## src/hw/dallanma_paketi.sv

```systemverilog
package dallanma_paketi;

    localparam int XLEN = 32;

    // Dallanma turu kodlari
    typedef logic [2:0] dal_tur_t;

    localparam dal_tur_t BRA_BEQ  = 3'b000;
    localparam dal_tur_t BRA_BNE  = 3'b001;
    localparam dal_tur_t BRA_BLT  = 3'b010;
    localparam dal_tur_t BRA_BGE  = 3'b011;
    localparam dal_tur_t BRA_BLTU = 3'b100;
    localparam dal_tur_t BRA_BGEU = 3'b101;

    // Ongorucu tablo boyutu
    localparam int ONGORU_SATIR  = 16;
    localparam int ONGORU_INDEKS = 4;
    localparam logic [1:0] SAYAC_ZAYIF_ALMAZ = 2'b01;

    localparam logic [6:0] OPC_BRANCH     = 7'b1100011;
    localparam logic [2:0] CB_FUNCT3_BEQZ = 3'b110;
    localparam logic [2:0] CB_FUNCT3_BNEZ = 3'b111;
    localparam logic [1:0] CB_OP          = 2'b01;

    typedef struct packed {
        logic       imm12;
        logic [5:0] imm10_5;
        logic [4:0] rs2;
        logic [4:0] rs1;
        logic [2:0] funct3;
        logic [3:0] imm4_1;
        logic       imm11;
        logic [6:0] opcode;
    } b_tipi_t;

    // Sikistirilmis CB bicimi, ust yarim kelime kullanilmaz
    typedef struct packed {
        logic [15:0] bos;
        logic [2:0]  funct3;
        logic        off8;
        logic [1:0]  off4_3;
        logic [2:0]  rs1_k;
        logic [1:0]  off7_6;
        logic [1:0]  off2_1;
        logic        off5;
        logic [1:0]  op;
    } cb_tipi_t;

    typedef union packed {
        b_tipi_t  b_tipi;
        cb_tipi_t cb_tipi;
    } buyruk_t;

endpackage

```

## src/hw/dallanma_cozucu.sv

```systemverilog
`timescale 1ns/1ps

module dallanma_cozucu (
    input  dallanma_paketi::buyruk_t          buyruk_i,
    input  logic                              gecerli_i,
    output dallanma_paketi::dal_tur_t         dal_buy_turu_o,
    output logic [dallanma_paketi::XLEN-1:0]  br_o,
    output logic                              sikistirilmis_mi_o,
    output logic                              sifir_karsilastir_o,
    output logic                              cozum_gecerli_o
);
    import dallanma_paketi::*;

    logic yasal;

    // Alt iki bit 11 degilse 16 bitlik buyruk
    assign sikistirilmis_mi_o = (buyruk_i.b_tipi.opcode[1:0] != 2'b11);

    always_comb begin
        dal_buy_turu_o      = BRA_BEQ;
        br_o                = '0;
        sifir_karsilastir_o = 1'b0;
        yasal               = 1'b0;
        if (!sikistirilmis_mi_o) begin
            if (buyruk_i.b_tipi.opcode == OPC_BRANCH) begin
                yasal = 1'b1;
                case (buyruk_i.b_tipi.funct3)
                    3'b000:  dal_buy_turu_o = BRA_BEQ;
                    3'b001:  dal_buy_turu_o = BRA_BNE;
                    3'b100:  dal_buy_turu_o = BRA_BLT;
                    3'b101:  dal_buy_turu_o = BRA_BGE;
                    3'b110:  dal_buy_turu_o = BRA_BLTU;
                    3'b111:  dal_buy_turu_o = BRA_BGEU;
                    default: yasal = 1'b0; // 010 ve 011 tanimsiz
                endcase
                br_o = {{(XLEN-13){buyruk_i.b_tipi.imm12}}, buyruk_i.b_tipi.imm12,
                        buyruk_i.b_tipi.imm11, buyruk_i.b_tipi.imm10_5,
                        buyruk_i.b_tipi.imm4_1, 1'b0};
            end
        end else if (buyruk_i.cb_tipi.op == CB_OP &&
                     (buyruk_i.cb_tipi.funct3 == CB_FUNCT3_BEQZ ||
                      buyruk_i.cb_tipi.funct3 == CB_FUNCT3_BNEZ)) begin
            yasal               = 1'b1;
            sifir_karsilastir_o = 1'b1; // rs2 yerine sifir
            dal_buy_turu_o      = buyruk_i.cb_tipi.funct3[0] ? BRA_BNE : BRA_BEQ;
            br_o = {{(XLEN-9){buyruk_i.cb_tipi.off8}}, buyruk_i.cb_tipi.off8,
                    buyruk_i.cb_tipi.off7_6, buyruk_i.cb_tipi.off5,
                    buyruk_i.cb_tipi.off4_3, buyruk_i.cb_tipi.off2_1, 1'b0};
        end
    end

    assign cozum_gecerli_o = yasal; // Yalnizca kodlamanin yasalligi

    // Sifirla karsilastirma sadece CB bicimindeki dallanmalarda
    always_comb begin
        if (gecerli_i) begin
            assert (!sifir_karsilastir_o || sikistirilmis_mi_o)
                else $error("sifir_karsilastir_o sikistirilmis olmayan buyrukta");
        end
    end

endmodule

```

## src/hw/karsilastirici.sv

```systemverilog
`timescale 1ns/1ps

module karsilastirici (
    input  logic [dallanma_paketi::XLEN-1:0] rs1_deger_i,
    input  logic [dallanma_paketi::XLEN-1:0] rs2_deger_i,
    input  logic                             sifir_karsilastir_i,
    output logic                             esit_mi_o,
    output logic                             buyuk_mu_o,
    output logic                             buyuk_mu_unsigned_o
);
    import dallanma_paketi::*;

    logic [XLEN-1:0] ikinci_islenen;

    // C.BEQZ ve C.BNEZ icin ikinci islenen sifir
    assign ikinci_islenen = sifir_karsilastir_i ? '0 : rs2_deger_i;

    assign esit_mi_o = (rs1_deger_i == ikinci_islenen);

    // Kesin buyukluk, esitlik ayri cikista
    assign buyuk_mu_o          = ($signed(rs1_deger_i) > $signed(ikinci_islenen));
    assign buyuk_mu_unsigned_o = (rs1_deger_i > ikinci_islenen);

endmodule

```

## src/hw/dallanma_birimi.sv

```systemverilog
`timescale 1ns/1ps

module dallanma_birimi (
    input  logic                             rst_i,
    input  logic                             durdur_i,
    input  logic                             blok_aktif_i,
    input  dallanma_paketi::dal_tur_t        dal_buy_turu_i,
    input  logic                             dallanma_ongorusu_i,
    input  logic                             esit_mi_i,
    input  logic                             buyuk_mu_i,
    input  logic                             buyuk_mu_i_unsigned,
    input  logic [dallanma_paketi::XLEN-1:0] ps_i,
    input  logic [dallanma_paketi::XLEN-1:0] br_i,
    input  logic                             sikistirilmis_mi_i,
    output logic                             guncelle_gecerli_o,
    output logic                             guncelle_atladi_o,
    output logic                             dallanma_hata_o,
    output logic [dallanma_paketi::XLEN-1:0] guncelle_hedef_adresi_o,
    output logic [dallanma_paketi::XLEN-1:0] guncelle_ps_o
);
    import dallanma_paketi::*;

    logic            kosul;
    logic            tur_gecerli;
    logic [XLEN-1:0] hedef_adres;
    logic [XLEN-1:0] sirali_adres;

    always_comb begin
        kosul       = 1'b0;
        tur_gecerli = 1'b1;
        case (dal_buy_turu_i)
            BRA_BEQ:  kosul = esit_mi_i;
            BRA_BNE:  kosul = !esit_mi_i;
            BRA_BLT:  kosul = !(buyuk_mu_i || esit_mi_i); // Ne buyuk ne esit
            BRA_BGE:  kosul = buyuk_mu_i || esit_mi_i;
            BRA_BLTU: kosul = !(buyuk_mu_i_unsigned || esit_mi_i);
            BRA_BGEU: kosul = buyuk_mu_i_unsigned || esit_mi_i;
            default: begin
                tur_gecerli = 1'b0; // 110 ve 111 gecersiz
            end
        endcase
    end

    // Atlanmazsa bir sonraki buyruk
    assign sirali_adres = ps_i + (sikistirilmis_mi_i ? XLEN'(2) : XLEN'(4));
    assign hedef_adres  = ps_i + br_i;

    assign guncelle_gecerli_o = rst_i && blok_aktif_i && !durdur_i && tur_gecerli;
    assign guncelle_atladi_o  = blok_aktif_i && tur_gecerli && kosul;

    // Ongoru ile sonuc farkliysa yonlendirme gerekli
    assign dallanma_hata_o = guncelle_gecerli_o &&
                             (dallanma_ongorusu_i != guncelle_atladi_o);

    assign guncelle_hedef_adresi_o = guncelle_atladi_o ? hedef_adres : sirali_adres;
    assign guncelle_ps_o           = ps_i; // Boru hattinda tasinan ps

    always_comb begin
        assert (!dallanma_hata_o || guncelle_gecerli_o)
            else $error("dallanma_hata_o gecersiz guncellemede");
        assert (!guncelle_gecerli_o || !durdur_i)
            else $error("guncelle_gecerli_o durdur sirasinda");
    end

endmodule

```

## src/hw/dallanma_ongorucu.sv

```systemverilog
`timescale 1ns/1ps

module dallanma_ongorucu (
    input  logic                             clk_i,
    input  logic                             rst_i,
    input  logic [dallanma_paketi::XLEN-1:0] ps_i,
    input  logic                             guncelle_gecerli_i,
    input  logic                             guncelle_atladi_i,
    output logic                             ongoru_o
);
    import dallanma_paketi::*;

    logic [1:0]               sayac_r [ONGORU_SATIR];
    logic [ONGORU_INDEKS-1:0] indeks;
    logic [1:0]               secili_sayac;

    // Bit 0 her zaman sifir, indeks bit 1'den baslar
    assign indeks       = ps_i[ONGORU_INDEKS:1];
    assign secili_sayac = sayac_r[indeks];
    assign ongoru_o     = secili_sayac[1]; // 1x ise atlar

    always_ff @(posedge clk_i) begin
        if (!rst_i) begin
            for (int i = 0; i < ONGORU_SATIR; i++) begin
                sayac_r[i] <= SAYAC_ZAYIF_ALMAZ;
            end
        end else if (guncelle_gecerli_i) begin
            if (guncelle_atladi_i) begin
                // 11'de doyar
                if (secili_sayac != 2'b11) begin
                    sayac_r[indeks] <= secili_sayac + 2'd1;
                end
            end else if (secili_sayac != 2'b00) begin
                sayac_r[indeks] <= secili_sayac - 2'd1;
            end
        end
    end

    // Cozum birimi reset sirasinda guncelleme uretmemeli
    a_reset_guncelleme_yok: assert property (
        @(posedge clk_i) !rst_i |-> !guncelle_gecerli_i
    ) else $error("reset sirasinda ongorucu guncellemesi");

endmodule

```

## src/hw/dallanma_yurutme.sv

```systemverilog
`timescale 1ns/1ps

module dallanma_yurutme (
    input  logic                             clk_i,
    input  logic                             rst_i,
    input  logic                             gecerli_i,
    input  logic                             durdur_i,
    input  dallanma_paketi::buyruk_t         buyruk_i,
    input  logic [dallanma_paketi::XLEN-1:0] ps_i,
    input  logic [dallanma_paketi::XLEN-1:0] rs1_deger_i,
    input  logic [dallanma_paketi::XLEN-1:0] rs2_deger_i,
    output logic                             guncelle_gecerli_o,
    output logic                             guncelle_atladi_o,
    output logic                             dallanma_hata_o,
    output logic [dallanma_paketi::XLEN-1:0] guncelle_hedef_adresi_o,
    output logic [dallanma_paketi::XLEN-1:0] guncelle_ps_o,
    output logic                             ongoru_o
);
    import dallanma_paketi::*;

    dal_tur_t        dal_buy_turu;
    logic [XLEN-1:0] br;
    logic            sikistirilmis_mi;
    logic            sifir_karsilastir;
    logic            cozum_gecerli;
    logic            esit_mi;
    logic            buyuk_mu;
    logic            buyuk_mu_unsigned;
    logic            dallanma_ongorusu;
    logic            blok_aktif;

    // Gecerli ve yasal dallanma
    assign blok_aktif = gecerli_i & cozum_gecerli;
    assign ongoru_o   = dallanma_ongorusu;

    dallanma_cozucu u_cozucu (
        .buyruk_i            (buyruk_i),
        .gecerli_i           (gecerli_i),
        .dal_buy_turu_o      (dal_buy_turu),
        .br_o                (br),
        .sikistirilmis_mi_o  (sikistirilmis_mi),
        .sifir_karsilastir_o (sifir_karsilastir),
        .cozum_gecerli_o     (cozum_gecerli)
    );

    karsilastirici u_karsilastirici (
        .rs1_deger_i         (rs1_deger_i),
        .rs2_deger_i         (rs2_deger_i),
        .sifir_karsilastir_i (sifir_karsilastir),
        .esit_mi_o           (esit_mi),
        .buyuk_mu_o          (buyuk_mu),
        .buyuk_mu_unsigned_o (buyuk_mu_unsigned)
    );

    dallanma_birimi u_birim (
        .rst_i                   (rst_i),
        .durdur_i                (durdur_i),
        .blok_aktif_i            (blok_aktif),
        .dal_buy_turu_i          (dal_buy_turu),
        .dallanma_ongorusu_i     (dallanma_ongorusu),
        .esit_mi_i               (esit_mi),
        .buyuk_mu_i              (buyuk_mu),
        .buyuk_mu_i_unsigned     (buyuk_mu_unsigned),
        .ps_i                    (ps_i),
        .br_i                    (br),
        .sikistirilmis_mi_i      (sikistirilmis_mi),
        .guncelle_gecerli_o      (guncelle_gecerli_o),
        .guncelle_atladi_o       (guncelle_atladi_o),
        .dallanma_hata_o         (dallanma_hata_o),
        .guncelle_hedef_adresi_o (guncelle_hedef_adresi_o),
        .guncelle_ps_o           (guncelle_ps_o)
    );

    // Ayni cevrimde kendi ps'i ile bakilir
    dallanma_ongorucu u_ongorucu (
        .clk_i              (clk_i),
        .rst_i              (rst_i),
        .ps_i               (ps_i),
        .guncelle_gecerli_i (guncelle_gecerli_o),
        .guncelle_atladi_i  (guncelle_atladi_o),
        .ongoru_o           (dallanma_ongorusu)
    );

endmodule

```

## config.mk

```make
export PLATFORM = sky130hd
export DESIGN_NAME = dallanma_yurutme
export DESIGN_NICKNAME = d
export VERILOG_FILES = /design/src/hw/dallanma_paketi.sv /design/src/hw/dallanma_cozucu.sv /design/src/hw/karsilastirici.sv /design/src/hw/dallanma_birimi.sv /design/src/hw/dallanma_ongorucu.sv /design/src/hw/dallanma_yurutme.sv
export SDC_FILE = /design/constraint.sdc
export NUM_CORES = 1
export LEC_CHECK = 0
export BUFFER_PORTS_ARGS = -buffer_cell sky130_fd_sc_hd__clkbuf_2
export CORE_ASPECT_RATIO = 1.25
export CORE_MARGIN = 4
export CORE_UTILIZATION = 52
export DETAILED_ROUTE_END_ITERATION = 7
export PLACE_DENSITY = 0.81
export SLEW_MARGIN = 20
export SYNTH_ARGS = -nofsm -noshare
export SYNTH_HDL_FRONTEND = slang
export SYNTH_HIERARCHICAL = 1
export SYNTH_SLANG_ARGS = --single-unit
```

## constraint.sdc

```tcl
create_clock -name clk_i -period 9 [get_ports clk_i]
set_input_delay 1.35 -clock clk_i [delete_from_list [all_inputs] [get_ports clk_i]]
set_output_delay 1.35 -clock clk_i [all_outputs]
set_load 0.05 [all_outputs]
```

==> impl_metrics.py, run 1 <==
metrics = {
    "synthesis": {
        "ys_seq_area_frac": 0.168,
        "async_reset_ff_frac": 0,
        "synth_nets": 890,
        "syn_area_per_cell_um2": 8.23,
        "synthTopCellsByArea": "edfxtp_1 (17%), ha_1 (14%), buf_4 (7.0%)",
        "synth_cell_types": 79,
        "synth.ff_latch_count": 32,
        "syn_area_mm2": 0.00571,
        "yosysWarningCount": 6,
        "synthFlopType": "edfxtp_1",
        "synth_area_leader_cell": "edfxtp_1",
        "synth-edff-count": 32,
        "yosysTopAreaCellShare": 0.168,
        "synthCells": 694,
    },
    "run": {
        "maxCapViolations": 0,
    },
    "cells_and_area": {
        "biggestRegsByFlops": "u_ongorucu/sayac_r: 32 flops",
        "fin_nets": 1004,
        "finalInstanceArea_mm2": 0.00650,
        "regMostFlops": "u_ongorucu/sayac_r",
        "layout-drive-gt1-share": 0.309,
        "area_growth_pct": 13.9,
        "final_cell_mix": "clkbuf_2 (186), nand2_1 (73), ha_1 (63)",
        "finish.utilization": 0.610,
        "final_common_cell": "clkbuf_2",
        "n_antenna_cell": 0,
        "largest_reg_flops": 32,
    },
    "sta": {
        "holdWs_ns": 1.19,
        "slew_headroom": 0.247,
        "finalCritPeriodShare": 0.935,
        "fmax_ghz": 0.119,
        "finalHoldViolCount": 0,
        "tns_ns": 0,
        "worst_pin_slew_ns": 1.12,
        "finalCriticalPeriod_ns": 8.41,
        "maxSlewViolCount": 0,
        "finalSetupViolations": 0,
        "skew_ns": 0.00454,
        "rsz0062_at_grt": "no",
    },
    "power": {
        "swShare": 0.378,
        "internal_power_mw": 0.346,
        "comb_power_share": 0.416,
        "p_per_area_mw_per_mm2": 85.5,
        "ir_drop_v": 0.0000932,
        "p_leak_nw": 2.96,
        "p_sw_mw": 0.210,
        "power_frac_seq": 0.300,
        "power_frac_clock": 0.284,
    },
    "global_route": {
        "grtUsageTotal": 0.241,
        "antenna_found_initial": 0,
        "grt_pass1_wl_mm": 25.1,
        "grt_pass1_vias": 5290,
        "grt_overflow": 0,
        "grt_max_degree": 32,
    },
    "placement": {
        "hpwl_mm": 12.8,
        "io_buffers": 190,
        "placed_area_mm2": 0.00636,
        "gp_congestion": 0.911,
    },
    "worst_setup_path": {
        "path_delay_family": "simple AND/OR/NAND/NOR gates",
        "start_kind": "primary input",
        "crit_type": "primary input to output pin",
        "cp.arrival_ns": 7.06,
        "cp_max_fo": 26,
        "cp-end-kind": "output pin",
        "slowest_stage": "or4_1",
        "required_ns": 7.65,
        "max_stage_delay_ns": 0.48,
        "path_buf_inv": 4,
    },
    "drt": {
        "firstDrtPassIters": 5,
        "vias_per_cell": 5.97,
        "wl_per_cell_um": 16.5,
        "routed_wl_mm": 15.6,
        "dr_total_vias": 5620,
        "drt_iter0_drc": 225,
        "ant_nets": 0,
        "drc": 0,
    },
    "cts": {
        "post_cts_buffers": 0,
        "cts_tree": "built",
        "ctsHoldBuffers": 0,
        "clock_path_buffers": 2,
        "cts-htree-levels": 2,
        "cts-root-buf": "clkbuf_16",
        "cts_sinks": 32,
        "clk_latency_ns": 0.28,
        "post_cts_resize_count": 0,
        "cts_buffers": 5,
        "clk_pin_slew_ns": 0.05,
    },
    "die": {
        "start_util": 0.535,
        "die_w_um": 102,
        "die_h_um": 125,
        "std_cell_rows": 42,
        "core_region_area_mm2": 0.0107,
        "fp.dieArea_mm2": 0.0127,
        "io_pins": 200,
    },
    "hold_path": {
        "hold_class": "flop to flop",
    },
    "status": {
        "status": "finished, final reports clean",
    },
}
## worst reg2reg max path: stages (launching register included)
cell and delay, ns:
edfxtp_1 0.37, mux4_2 0.47, mux2_2 0.45, and2_0 0.33, o311ai_1 0.55
## worst paths after layout
check,cells after the start,to,start,slack (ns)
worst min register to register,4,u_ongorucu/sayac_r[6][1],u_ongorucu/sayac_r[15][0],1.19
worst max-delay path,26,guncelle_hedef_adresi_o[24],buyruk_i[0],0.59
worst min-delay path,4,u_ongorucu/sayac_r[6][1],u_ongorucu/sayac_r[15][0],1.19
worst max register to register,4,u_ongorucu/sayac_r[1][1],u_ongorucu/sayac_r[11][1],6.46
## logic make-up after synthesis
family,Yosys count,synth area share
fa+ha+maj,64,0.142
mux,17,0.0519
buf+inv,102,0.111
compound gates,195,0.245
simple gates,249,0.228
xor+xnor,34,0.0535
other cells,1,0.000657
flops,32,0.168
## cell usage after synthesis (14+ instances only)
library cell	number
nor2_1	32
and3_1	31
nand2_1	73
edfxtp_1	32
o21ai_0	32
xor2_1	16
nand2b_1	36
ha_1	63
xnor2_1	17
o311ai_1	17
inv_1	14
a211oi_1	18
nor3_1	17
clkbuf_1	18
buf_4	53
a21oi_1	38
## power by group through the flow
stage,clock network (mW),registers (mW),logic (mW)
finish,0.158,0.167,0.231
global route,0.165,0.167,0.251
CTS,0.160,0.167,0.232
detailed placement,0,0.170,0.231
global placement,0,0.170,0.228
floorplan,0,0.169,0.174
## metal layers
layer | up-vias | part of all wire | global-route usage
li1 | 2783 | - | -
met1 | 2593 | 0.38 | 0.285
met2 | 214 | 0.53 | 0.447
met3 | 30 | 0.060 | 0.0189
met4 | 0 | 0.026 | 0.0806
met5 | - | 0 | 0
## cell type report
type | count | area, um2
fill | 1003 | 4170
multi-input combinational | 560 | 4140
sequential | 32 | 961
timing repair buffer | 195 | 1050
clock inverter | 3 | 13.8
tap | 132 | 165
inverter | 14 | 52.6
clock buffer | 5 | 125
## through the flow
step	power [mW]	setup WS (ns)	cells
floorplan	0.343	0.0927	694
global placement	0.397	0.474	933
detailed placement	0.401	0.393	933
CTS	0.559	0.383	941
global route	0.584	0.0852	941
finish	0.556	0.588	941
Note: power is estimated with default switching activity, not from simulation.
==> run 2, diff against run 1 <==
Settings changed: RECOVER_POWER set to 50.
==> run 2 against run 1 <==
Hold slack worse by 0.0085 ns. Combinational power barely moved. Clock-buffer cell count stayed put. First-iteration DRC count is 7.1% higher. Total power down 0.60%. Cell count unchanged. Sequential power about the same. Global-route usage stayed put. Worst setup slack worse by 0.014 ns. Via count fell by 0.14%. Clock skew barely moved. Largest cell class unchanged. Highest routed layer unchanged.
==> impl_metrics.py, run 2 (synthesis results as in run 1) <==
metrics = {
    "worst_setup_path": {
        "required_ns": 7.65,
        "cp-end-kind": "output pin",
        "cp.arrival_ns": 7.08,
        "start_kind": "primary input",
        "r2r-start": "u_ongorucu/sayac_r[7][1]",
        "crit_type": "primary input to output pin",
        "cp_max_fo": 26,
        "rrSetupSlack_ns": 6.27,
        "slowest_stage": "or4_1",
        "max_stage_delay_ns": 0.48,
        "path_delay_family": "simple AND/OR/NAND/NOR gates",
        "path_buf_inv": 4,
        "crit_path_start": "buyruk_i[0]",
    },
    "drt": {
        "drt_iter0_drc": 241,
        "dr_total_vias": 5612,
        "routed_wl_mm": 15.5,
        "drc": 0,
        "firstDrtPassIters": 5,
        "vias_per_cell": 5.96,
        "wl_per_cell_um": 16.5,
        "ant_nets": 0,
    },
    "cells_and_area": {
        "largest_reg_flops": 32,
        "finish.utilization": 0.604,
        "final_cell_mix": "clkbuf_2 (151), nand2_1 (73), ha_1 (63)",
        "layout-drive-gt1-share": 0.261,
        "n_antenna_cell": 0,
        "fin_nets": 1004,
        "final_common_cell": "clkbuf_2",
        "area_growth_pct": 12.8,
        "regMostFlops": "u_ongorucu/sayac_r",
        "biggestRegsByFlops": "u_ongorucu/sayac_r: 32 flops",
    },
    "sta": {
        "finalCritPeriodShare": 0.936,
        "fmax_ghz": 0.119,
        "finalCriticalPeriod_ns": 8.43,
        "worst_pin_slew_ns": 1.13,
        "layout_setup_ws_ns": 0.574,
        "rsz0062_at_grt": "no",
        "skew_ns": 0.00471,
        "maxSlewViolCount": 0,
        "slew_headroom": 0.238,
        "finalHoldViolCount": 0,
        "finalSetupViolations": 0,
        "tns_ns": 0,
    },
    "global_route": {
        "grt_pass1_vias": 5290,
        "grt_overflow": 0,
        "grt_pass1_wl_mm": 25.1,
        "grt_max_degree": 32,
        "antenna_found_initial": 0,
        "grtUsageTotal": 0.241,
    },
    "status": {
        "status": "finished, final reports clean",
    },
    "power": {
        "p_per_area_mw_per_mm2": 85.8,
        "p_leak_nw": 2.85,
        "power_mw": 0.553,
        "ir_drop_v": 0.0000934,
    },
    "cts": {
        "cts_tree": "built",
        "cts-htree-levels": 2,
        "clock_path_buffers": 2,
        "clk_latency_ns": 0.28,
        "cts-root-buf": "clkbuf_16",
        "clk_pin_slew_ns": 0.05,
        "cts_sinks": 32,
        "cts_buffers": 5,
    },
    "placement": {
        "io_buffers": 190,
        "dpl_worst_slack_ns": 0.393,
        "hpwl_mm": 12.8,
        "gp_congestion": 0.911,
    },
    "die": {
        "fp.dieArea_mm2": 0.0127,
        "std_cell_rows": 42,
        "die_h_um": 125,
        "start_util": 0.535,
        "io_pins": 200,
        "die_w_um": 102,
        "core_region_area_mm2": 0.0107,
    },
    "hold_path": {
        "min_from": "u_ongorucu/sayac_r[15][0]",
        "hold_class": "flop to flop",
    },
    "run": {
        "maxCapViolations": 0,
    },
}
## run 2: cell count changes in the layout (fill, tap and decap cells not counted), moves of 7 or more
cell      before  now
clkbuf_1       0   35
clkbuf_2     186  151
o311ai_0       1    8
o311ai_1      17   10
## run 2: stage by stage
stage / hold WS (ns) / area [um2] / cells
after CTS: 1.17 / 6500 / 941
final: 1.18 / 6440 / 941
after detailed placement: 1.15 / 6360 / 933
after global routing: 1.23 / 6440 / 941
after floorplan: 0.905 / 5710 / 694
after global placement: 1.11 / 6360 / 933
## run 2: worst register-to-register path: stages (launching register included)
cell      delay (ns)
edfxtp_1        0.36
mux4_1          0.50
mux2_1          0.57
and2_4          0.29
o311ai_0        0.65
## run 2: metal layers
layer	track usage	vias to the layer above	share of wire
li1	-	2785	-
met1	0.285	2593	0.38
met2	0.447	210	0.54
met3	0.0189	24	0.061
met4	0.0806	0	0.024
met5	0	-	0
## run 2: timing repair
item	CTS	global route
endpoints found under the hold margin	0	0
gates resized for setup	0	1
hold buffers	0	0
setup buffers	0	0
setup endpoints to repair	0	6
## run 2: path summary, 6_finish.rpt
path | end | depth (start not counted)
min | u_ongorucu/sayac_r[6][1] | 4
min reg2reg | u_ongorucu/sayac_r[6][1] | 4
max reg2reg | u_ongorucu/sayac_r[13][1] | 4
max | guncelle_hedef_adresi_o[24] | 26
## run 2: layout make-up
cell class	count	area, um2
fillers	1023	4230
multi-input cells	560	4120
repair buffers	195	1000
flip-flops and latches	32	961
well taps	132	165
clock buffers	5	125
inverters	14	52.6
clock inverters	3	13.8
## run 2: where the power goes
group	switching [mW]	total (mW)	internal (mW)
clock	0.0576	0.158	0.100
sequential	0.000661	0.167	0.166
combinational	0.151	0.228	0.0768
==> run 3, diff against run 2 <==
Settings changed: MAX_ROUTING_LAYER set to met4, SKIP_LAST_GASP set to 1.
==> run 3 against run 2 <==
Flip-flop and latch count stayed put. Clock skew about the same. Sequential power about the same. Maximum frequency increased by 0.25%. Clock power is essentially flat. Global-route usage up 0.97 points. Die area did not move. Cell count did not move. Via count increased by 0.80%. Worst setup slack better by 0.021 ns. Wire length increased by 1.4%. Critical path type unchanged. Critical endpoint is now guncelle_hedef_adresi_o[30].
==> impl_metrics.py, run 3 (synthesis results as in run 1) <==
metrics = {
    "sta": {
        "finalCriticalPeriod_ns": 8.41,
        "maxSlewViolCount": 0,
        "worst_pin_slew_ns": 1.26,
        "finalCritPeriodShare": 0.934,
        "skew_ns": 0.00454,
        "tns_ns": 0,
        "finalHoldViolCount": 0,
        "finalSetupViolations": 0,
        "rsz0062_at_grt": "no",
        "fmax_ghz": 0.119,
        "slew_headroom": 0.137,
        "layout_setup_ws_ns": 0.595,
        "holdWs_ns": 1.17,
    },
    "cts": {
        "clk_latency_ns": 0.28,
        "clk_pin_slew_ns": 0.05,
        "clock_path_buffers": 2,
        "cts_tree": "built",
        "cts-htree-levels": 2,
        "ctsHoldBuffers": 0,
        "cts_buffers": 5,
        "cts_sinks": 32,
        "cts-root-buf": "clkbuf_16",
    },
    "worst_setup_path": {
        "reg2regPathDepth": 4,
        "rrSetupSlack_ns": 6.10,
        "cp-end-kind": "output pin",
        "r2r-start": "u_ongorucu/sayac_r[10][1]",
        "start_kind": "primary input",
        "cp_max_fo": 26,
        "crit_type": "primary input to output pin",
        "path_delay_family": "simple AND/OR/NAND/NOR gates",
        "slowest_stage": "nor4bb_1",
        "max_stage_delay_ns": 0.43,
        "cp.arrival_ns": 7.06,
        "timing.rr.end": "u_ongorucu/sayac_r[3][0]",
        "required_ns": 7.65,
        "path_buf_inv": 4,
    },
    "placement": {
        "placed_area_mm2": 0.00636,
        "io_buffers": 190,
        "placed_cells": 933,
        "dpl_worst_slack_ns": 0.428,
        "hpwl_mm": 12.9,
        "gp_congestion": 0.919,
    },
    "die": {
        "io_pins": 200,
        "die_h_um": 125,
        "start_util": 0.535,
        "fp.dieArea_mm2": 0.0127,
        "std_cell_rows": 42,
        "core_region_area_mm2": 0.0107,
        "die_w_um": 102,
    },
    "hold_path": {
        "whs_path_depth": 4,
        "hold_class": "flop to flop",
        "holdPathEnd": "u_ongorucu/sayac_r[13][0]",
        "min_from": "u_ongorucu/sayac_r[12][0]",
    },
    "drt": {
        "drc": 0,
        "drt_iter0_drc": 315,
        "wl_per_cell_um": 16.7,
        "firstDrtPassIters": 8,
        "vias_per_cell": 6.01,
        "ant_nets": 0,
        "dr_total_vias": 5657,
        "routed_wl_mm": 15.8,
    },
    "global_route": {
        "grt_max_degree": 32,
        "antenna_found_initial": 0,
        "grt_pass1_vias": 5446,
        "grtUsageTotal": 0.251,
        "grt_pass1_wl_mm": 25.3,
        "grt_overflow": 0,
    },
    "cells_and_area": {
        "fin_nets": 1004,
        "final_cell_mix": "clkbuf_2 (151), nand2_1 (73), ha_1 (63)",
        "n_antenna_cell": 0,
        "finalInstanceArea_mm2": 0.00644,
        "fillers": 997,
        "biggestRegsByFlops": "u_ongorucu/sayac_r: 32 flops",
        "final_common_cell": "clkbuf_2",
        "regMostFlops": "u_ongorucu/sayac_r",
        "instances_no_fill": 941,
        "largest_reg_flops": 32,
        "area_growth_pct": 12.9,
        "finish.utilization": 0.604,
        "layout-drive-gt1-share": 0.260,
    },
    "power": {
        "power_mw": 0.552,
        "p_per_area_mw_per_mm2": 85.7,
        "ir_drop_v": 0.0000511,
        "p_leak_nw": 2.84,
    },
    "status": {
        "status": "finished, final reports clean",
    },
    "run": {
        "maxCapViolations": 0,
    },
}
[run 3: report_power, final]
| group | total [mW] | leakage, nW | switching, mW | internal (mW) |
|---|---|---|---|---|
| Combinational | 0.228 | 2.50 | 0.152 | 0.0769 |
| Sequential | 0.167 | 0.274 | 0.000661 | 0.166 |
| Clock | 0.157 | 0.0655 | 0.0553 | 0.101 |
[run 3: worst max path at each step]
stage               depth (start not counted)                          end         from
floorplan                                  25  guncelle_hedef_adresi_o[28]  buyruk_i[1]
global placement                           26  guncelle_hedef_adresi_o[30]  buyruk_i[1]
detailed placement                         26  guncelle_hedef_adresi_o[30]  buyruk_i[1]
CTS                                        26  guncelle_hedef_adresi_o[30]  buyruk_i[1]
global route                               26  guncelle_hedef_adresi_o[30]  buyruk_i[1]
finish                                     26  guncelle_hedef_adresi_o[30]  buyruk_i[0]
[run 3: layout make-up]
| type | instances | area, um2 | share of cell area |
|---|---|---|---|
| Clock buffer | 7 | 133 | 0.0206 |
| Inverter | 14 | 52.6 | 0.00815 |
| Timing Repair Buffer | 195 | 1000 | 0.156 |
| Sequential cell | 32 | 961 | 0.149 |
| Clock inverter | 1 | 3.75 | 0.000582 |
| Tap cell | 132 | 165 | 0.0256 |
| Multi-Input combinational cell | 560 | 4130 | 0.640 |
[run 3: routing by layer]
metal	routed length [um]	vias up	part of all wire	GRT usage
met4	453	0	0.029	0.0892
met2	8300	240	0.53	0.452
met1	6010	2587	0.38	0.283
met5	0	-	0	-
met3	995	39	0.063	0.0212
li1	-	2791	-	-
[run 3: tightest hold or removal path: stages, from the launching register on]
cell and delay, ns:
edfxtp_1 0.31, mux4_2 0.25, mux2_4 0.23, o21ai_0 0.09, o311ai_1 0.15
[run 3: timing repair]
action,in CTS,in global routing
resized for setup,0,1
hold endpoints to repair,0,0
setup buffers,0,0
endpoints found under the setup margin,0,5
